## config.mk

```make
export PLATFORM = sky130hd
export DESIGN_NAME = fetch_top
export DESIGN_NICKNAME = d
export VERILOG_FILES = /design/src/fetch_pkg.sv /design/src/fetch_stage.sv /design/src/fetch_top.sv /design/src/imem_bram.sv /design/src/pc_gen.sv
export SDC_FILE = /design/constraint.sdc
export NUM_CORES = 2
export LEC_CHECK = 0
export CAP_MARGIN = 10
export CORE_MARGIN = 4
export CORE_UTILIZATION = 55
export CTS_CLUSTER_DIAMETER = 120
export DETAILED_ROUTE_END_ITERATION = 10
export DONT_BUFFER_PORTS = 1
export HOLD_SLACK_MARGIN = 0.12
export PLACE_DENSITY = 0.75
export SYNTH_ARGS = -nofsm -noshare
export SYNTH_HDL_FRONTEND = slang
export SYNTH_SLANG_ARGS = --single-unit
```

## constraint.sdc

```tcl
create_clock -name clk -period 4.6 [get_ports clk]
set_input_delay 0.46 -clock clk [delete_from_list [all_inputs] [get_ports clk]]
set_output_delay 0.46 -clock clk [all_outputs]
set_load 0.005 [all_outputs]
```

## src/fetch_pkg.sv

```systemverilog
`default_nettype none

// Shared widths, constants and bundles for the instruction fetch front end
package fetch_pkg;

  // Width of the program counter and of one instruction word
  localparam int xlen = 32;

  // Canonical RV32 NOP, which is addi x0, x0, 0
  localparam logic [xlen-1:0] instr_nop = 32'h0000_0013;

  // Change of fetch path requested by a later pipeline stage
  // The valid bit is a single-cycle strobe and target is the new byte address
  typedef struct packed {
    logic            valid;
    logic [xlen-1:0] target;
  } redirect_t;

  // Program load port of the instruction memory
  // The address counts words, not bytes
  typedef struct packed {
    logic            we;
    logic [xlen-1:0] addr;
    logic [xlen-1:0] data;
  } imem_wr_t;

  // Content of the IF/ID pipeline slot, 97 bits in total
  typedef struct packed {
    logic            valid;
    logic [xlen-1:0] pc;
    logic [xlen-1:0] pc_plus4;
    logic [xlen-1:0] instr;
  } if_id_t;

endpackage

`default_nettype wire

```

## src/fetch_stage.sv

```systemverilog
`timescale 1ns/1ns
`default_nettype none

// Fetch stage for a block RAM with one cycle of read latency
// The RAM word for an address arrives a cycle after that address, so the
// address is buffered alongside the RAM output register and both move into
// the IF/ID slot together at the following edge
module fetch_stage (
  input  wire logic                        clk,
  input  wire logic                        rst_n,
  input  wire logic [fetch_pkg::xlen-1:0]  pc,
  input  wire logic                        stall,
  input  wire logic                        flush,
  output logic                             imem_ren,
  output logic      [fetch_pkg::xlen-1:0]  imem_raddr,
  input  wire logic [fetch_pkg::xlen-1:0]  imem_rdata,
  output fetch_pkg::if_id_t                if_id
);

  logic [fetch_pkg::xlen-1:0] addr_buf;
  logic                       flush_ext;
  logic                       kill;
  logic                       started;
  fetch_pkg::if_id_t          slot;

  // The current PC is the fetch address
  // The read is switched off during a stall so the RAM output holds its word
  assign imem_raddr = pc;
  assign imem_ren   = !stall;

  // Address buffer
  // It loads at the same edge as the RAM output register and is frozen by
  // the same condition, so addr_buf always names the word in imem_rdata
  // It keeps tracking through a flush, since only the slot gets cleared
  always_ff @(posedge clk) begin
    if (!rst_n) begin
      addr_buf <= '0;
    end else if (!stall) begin
      addr_buf <= imem_raddr;
    end
  end

  // Extended flush
  // A flush in a moving cycle leaves a read of the old path in flight in the
  // RAM, and that word lands in the buffer at the next edge
  // This flag clears the slot once more at the next moving edge to drop it
  // A flush that arrives during a stall is parked here as well, because the
  // slot only changes when the chain moves
  always_ff @(posedge clk) begin
    if (!rst_n) begin
      flush_ext <= 1'b0;
    end else if (stall) begin
      flush_ext <= flush_ext | flush;
    end else begin
      flush_ext <= flush;
    end
  end

  // Either flush source turns the next slot into a bubble
  assign kill = flush | flush_ext;

  // The RAM has delivered nothing real in the first cycle after reset
  // This flag goes high at the first moving edge and gates valid until then
  always_ff @(posedge clk) begin
    if (!rst_n) begin
      started <= 1'b0;
    end else if (!stall) begin
      started <= 1'b1;
    end
  end

  // IF/ID slot register
  // A stall holds the whole slot, a flush replaces the word by a NOP and
  // drops valid, while pc and pc_plus4 keep following the buffer
  always_ff @(posedge clk) begin
    if (!rst_n) begin
      slot.valid    <= 1'b0;
      slot.pc       <= '0;
      slot.pc_plus4 <= '0;
      slot.instr    <= fetch_pkg::instr_nop;
    end else if (!stall) begin
      slot.pc       <= addr_buf;
      slot.pc_plus4 <= addr_buf + 32'd4;
      if (kill) begin
        slot.valid <= 1'b0;
        slot.instr <= fetch_pkg::instr_nop;
      end else begin
        slot.valid <= started;
        slot.instr <= imem_rdata;
      end
    end
  end

  // An address presented in cycle t shows up here in cycle t+2
  assign if_id = slot;

endmodule

`default_nettype wire

```

## src/fetch_top.sv

```systemverilog
`timescale 1ns/1ns
`default_nettype none

// Instruction fetch front end
// PC generator, block RAM and fetch stage in one chain, ending in the
// IF/ID slot
module fetch_top #(
  parameter int          IMEM_DEPTH = 64,
  parameter logic [31:0] RESET_PC   = 32'h0000_0000
) (
  input  wire logic                  clk,
  input  wire logic                  rst_n,
  input  wire logic                  stall,
  input  wire fetch_pkg::redirect_t  redirect,
  input  wire fetch_pkg::imem_wr_t   imem_wr,
  output fetch_pkg::if_id_t          if_id
);

  logic [fetch_pkg::xlen-1:0] pc;
  logic                       imem_ren;
  logic [fetch_pkg::xlen-1:0] imem_raddr;
  logic [fetch_pkg::xlen-1:0] imem_rdata;

  // Program counter with step, hold and redirect
  pc_gen #(
    .RESET_PC (RESET_PC)
  ) u_pc_gen (
    .clk      (clk),
    .rst_n    (rst_n),
    .stall    (stall),
    .redirect (redirect),
    .pc       (pc)
  );

  // Instruction memory, loaded through the write port while the core waits
  imem_bram #(
    .IMEM_DEPTH (IMEM_DEPTH)
  ) u_imem_bram (
    .clk   (clk),
    .ren   (imem_ren),
    .raddr (imem_raddr),
    .rdata (imem_rdata),
    .wr    (imem_wr)
  );

  // Alignment buffer and slot register
  // The redirect strobe doubles as the flush of the fetch path
  fetch_stage u_fetch_stage (
    .clk        (clk),
    .rst_n      (rst_n),
    .pc         (pc),
    .stall      (stall),
    .flush      (redirect.valid),
    .imem_ren   (imem_ren),
    .imem_raddr (imem_raddr),
    .imem_rdata (imem_rdata),
    .if_id      (if_id)
  );

endmodule

`default_nettype wire

```

## src/imem_bram.sv

```systemverilog
`timescale 1ns/1ns
`default_nettype none

// Instruction memory with one cycle of read latency
// The read side is addressed in bytes and the load side in words
module imem_bram #(
  parameter int IMEM_DEPTH = 64
) (
  input  wire logic                        clk,
  input  wire logic                        ren,
  input  wire logic [fetch_pkg::xlen-1:0]  raddr,
  output logic      [fetch_pkg::xlen-1:0]  rdata,
  input  wire fetch_pkg::imem_wr_t         wr
);

  // Index width of the word array
  // IMEM_DEPTH must be a power of two of at least 2
  localparam int aw = $clog2(IMEM_DEPTH);

  logic [fetch_pkg::xlen-1:0] mem [IMEM_DEPTH];

  logic [aw-1:0] rd_idx;
  logic [aw-1:0] wr_idx;

  // Drop the two byte offset bits, then keep the low index bits
  // Addresses past the end of the array wrap around to its start
  assign rd_idx = raddr[aw+1:2];

  // The load address is already a word address
  assign wr_idx = wr.addr[aw-1:0];

  // Load port for program images
  always_ff @(posedge clk) begin
    if (wr.we) begin
      mem[wr_idx] <= wr.data;
    end
  end

  // Registered read output
  // With ren low the output register keeps the word it last delivered
  always_ff @(posedge clk) begin
    if (ren) begin
      rdata <= mem[rd_idx];
    end
  end

endmodule

`default_nettype wire

```

## src/pc_gen.sv

```systemverilog
`timescale 1ns/1ns
`default_nettype none

// Program counter of the fetch path
// The next value is picked from three sources, with the redirect target first
module pc_gen #(
  parameter logic [31:0] RESET_PC = 32'h0000_0000
) (
  input  wire logic                        clk,
  input  wire logic                        rst_n,
  input  wire logic                        stall,
  input  wire fetch_pkg::redirect_t        redirect,
  output logic      [fetch_pkg::xlen-1:0]  pc
);

  logic [fetch_pkg::xlen-1:0] pc_seq;
  logic [fetch_pkg::xlen-1:0] pc_next;

  // Sequential successor, one 32-bit instruction further
  assign pc_seq = pc + 32'd4;

  // A redirect wins over a stall, so a target given while the pipe is frozen
  // is already in the PC when the chain starts moving again
  always_comb begin
    if (redirect.valid) begin
      pc_next = redirect.target;
    end else if (stall) begin
      pc_next = pc;
    end else begin
      pc_next = pc_seq;
    end
  end

  // The PC is the fetch address of the current cycle
  // A strobe in cycle t shows up here in cycle t+1
  always_ff @(posedge clk) begin
    if (!rst_n) begin
      pc <= RESET_PC;
    end else begin
      pc <= pc_next;
    end
  end

endmodule

`default_nettype wire

```

==> reports/summary.txt <==
status: finished clean
layout cells sized above 1: 0.225
CTS tree: yes
Core ar.: 0.155 mm²
initial core utilization: 0.555
# resized after CTS: 0
first-pass GRT wire length: 311 mm
Hold WS: 0.186 ns
final hold viol count: 0
post-layout min period: 3.42 ns
yosys warns: 0
Critical Path Start Type: flip-flop
pre-CTS WS: 1.20 ns
wire per inst: 31.7 µm
post-synth top area cell: edfxtp_1
Post-DRT Antenna Nets: 0
vias: 44.4k
met2 usage: 0.419
Slew HR: 0.138
P_leak: 30.4 nW
top cell type's share of synthesized area: 0.728
Mapped Nets: 4,378
grt total ovfl: 0
Hold Path Stages: 2
Die ar.: 0.162 mm²
Async S/R FF share, synth: 0
GR Util All Layers: 0.263
CTS Buf Count: 213
die height: 403 µm
hold crit path type: in2reg
Syn Inst Count: 4,275
Synth Flop Type: edfxtp_1
Fmax: 292 MHz
CTS H-tree lvls: 4
port bufs: 0
Final GP Congestion: 0.804
Finished Layout Cells: 6,729
first-pass iteration count of the detailed router: 6
vias per inst: 6.59
CP Class: reg2reg
synth cell count leaders: 2,080 x edfxtp_1, 430 x mux4_2, 308 x mux2i_1
met3 Track Usage GR: 0.0563
skew final: 0.0472 ns
I/O pin cnt: 198
setup violators final: 0
met1 Usage GRT: 0.364
die width: 403 µm
Fin Setup TNS: 0 ns
Yosys reg bits: 2,241
Post CTS Setup Buffer Count: 0
Iter 0 DRT Violations: 6,270
gr busiest metal: met2
clk slew on worst S/H paths: 0.06 ns
number of global-route vias before repair: 44.0k
Slew Limit Fails: 0
Data required, critical path: 5.17 ns
Peak VDD IR: 0.475 mV
row count: 144
DP Area: 0.0892 mm²
DRC viols: 0
Root Buffer: clkbuf_16
CP arrival: 4.00 ns
drt total wl: 213 mm
Worst Max-Slew Pin Slew: 1.29 ns
area grow syn2layout: 13.8%
EDFF count, synth: 2,080
Cell Pwr Density: 433 mW/mm²
Clock Latency Late Sink: 0.85 ns
post-synthesis cell area: 0.0858 mm²
initial antenna violation count: 7
placed insts: 6,223
post-detail-place hpwl: 124 mm
CP max FO: 29
Area contributors post-synth: edfxtp_1 73%, mux4_2 11%, dfxtp_1 3.8%
FF-to-FF path depth: 6
crit path capture type: flip-flop
Final Cycle Share: 0.744
final net count: 4,601
setup ws final: 1.18 ns
Clock Sinks: 2,241
Final Instance Area: 0.0977 mm²
count leader, synth: edfxtp_1
post-synthesis area per instance: 20.1 µm²
RSZ-0062 raised after global routing: false
Netlist cell types: 64
register area share after synthesis: 0.765
Max-Cap Viols: 0
largest net degree at the start of global routing: 121
Clock Path Buffers: 3
repair_timing:
item                        CTS  global route
hold endpoints to repair   2215             0
setup endpoints to repair     0             0
hold buffers                104             0
layout make-up:
class / count / area [µm²]
Sequential cell: 2241 / 65700
Timing Repair Buffer: 269 / 3130
Fill cell: 10000 / 56900
Clock buffer: 274 / 5680
Multi-Input combinational cell: 1764 / 19400
Inverter: 9 / 36.3
Tap cell: 2044 / 2560
Clock inverter: 126 / 1170
Antenna cell: 2 / 5.00
layer usage:
| layer | vias up | wire length (µm) |
|---|---|---|
| met1 | 23200 | 80800 |
| met4 | 4 | 7880 |
| met3 | 380 | 21500 |
| met5 | - | 57 |
| met2 | 2636 | 103000 |
| li1 | 18100 | - |
state kept, by name (all words and copies together) (netlist names):
register / count
u_fetch_stage.addr_buf: 32
u_fetch_stage.flush_ext: 1
u_fetch_stage.if_id: 95
u_fetch_stage.started: 1
u_imem_bram.mem: 2048
u_imem_bram.rdata: 32
u_pc_gen.pc: 32
kinds of logic after synthesis:
logic type,Yosys count,synth area share
adder cells (fa/ha/maj),2,0.000291
multiplexers,761,0.152
AND/OR/NAND/NOR,499,0.0274
AO/OA/AOI/OAI,465,0.0373
XOR/XNOR,37,0.00377
flip-flops,2241,0.765
buffers and inverters,270,0.0144
critical path: stages (launching register included):
cell,delay (ns)
dfxtp_4,0.95
buf_4,0.53
mux4_2,0.57
a22oi_1,0.30
nand2_1,0.17
o22ai_1,0.47
nor3_1,0.09
report_power, final:
| group | switching (mW) | total, mW | internal [mW] |
|---|---|---|---|
| Sequential | 0.215 | 22.7 | 22.5 |
| Clock | 7.45 | 17.2 | 9.70 |
| Combinational | 1.47 | 2.49 | 1.02 |
final timing paths:
check,start,to,slack (ns)
setup / recovery,u_pc_gen.pc[2],u_imem_bram.rdata[25],1.18
hold / removal,imem_wr[33],u_imem_bram.mem[51][29],0.19
setup reg to reg,u_pc_gen.pc[2],u_imem_bram.rdata[25],1.18
hold reg to reg,u_fetch_stage.if_id[36],u_fetch_stage.if_id[36],0.49
layout by cell type, fill, tap and decap left out, types with 39 or more instances in the layout:
master            n
nand2_1          78
a21oi_1          70
clkbuf_1         52
clkbuf_16       216
mux4_2          430
edfxtp_1       2080
dfxtp_1         156
buf_4           144
clkinv_1         52
nand3_1          39
nor2_1          150
nor2_4           63
nor3_1           39
dlygate4sd3_1    69
o22ai_1          44
o21ai_0          78
mux2i_1         308
a22oi_1         125
metrics by stage:
stage	util	power, mW
5_1_grt	0.632	43.6
3_3_place_gp	0.577	25.1
2_1_floorplan	-	24.4
4_1_cts	0.632	42.5
3_5_place_dp	0.577	25.1
6_report	0.632	42.3
Note: power is estimated with default switching activity, not from simulation.
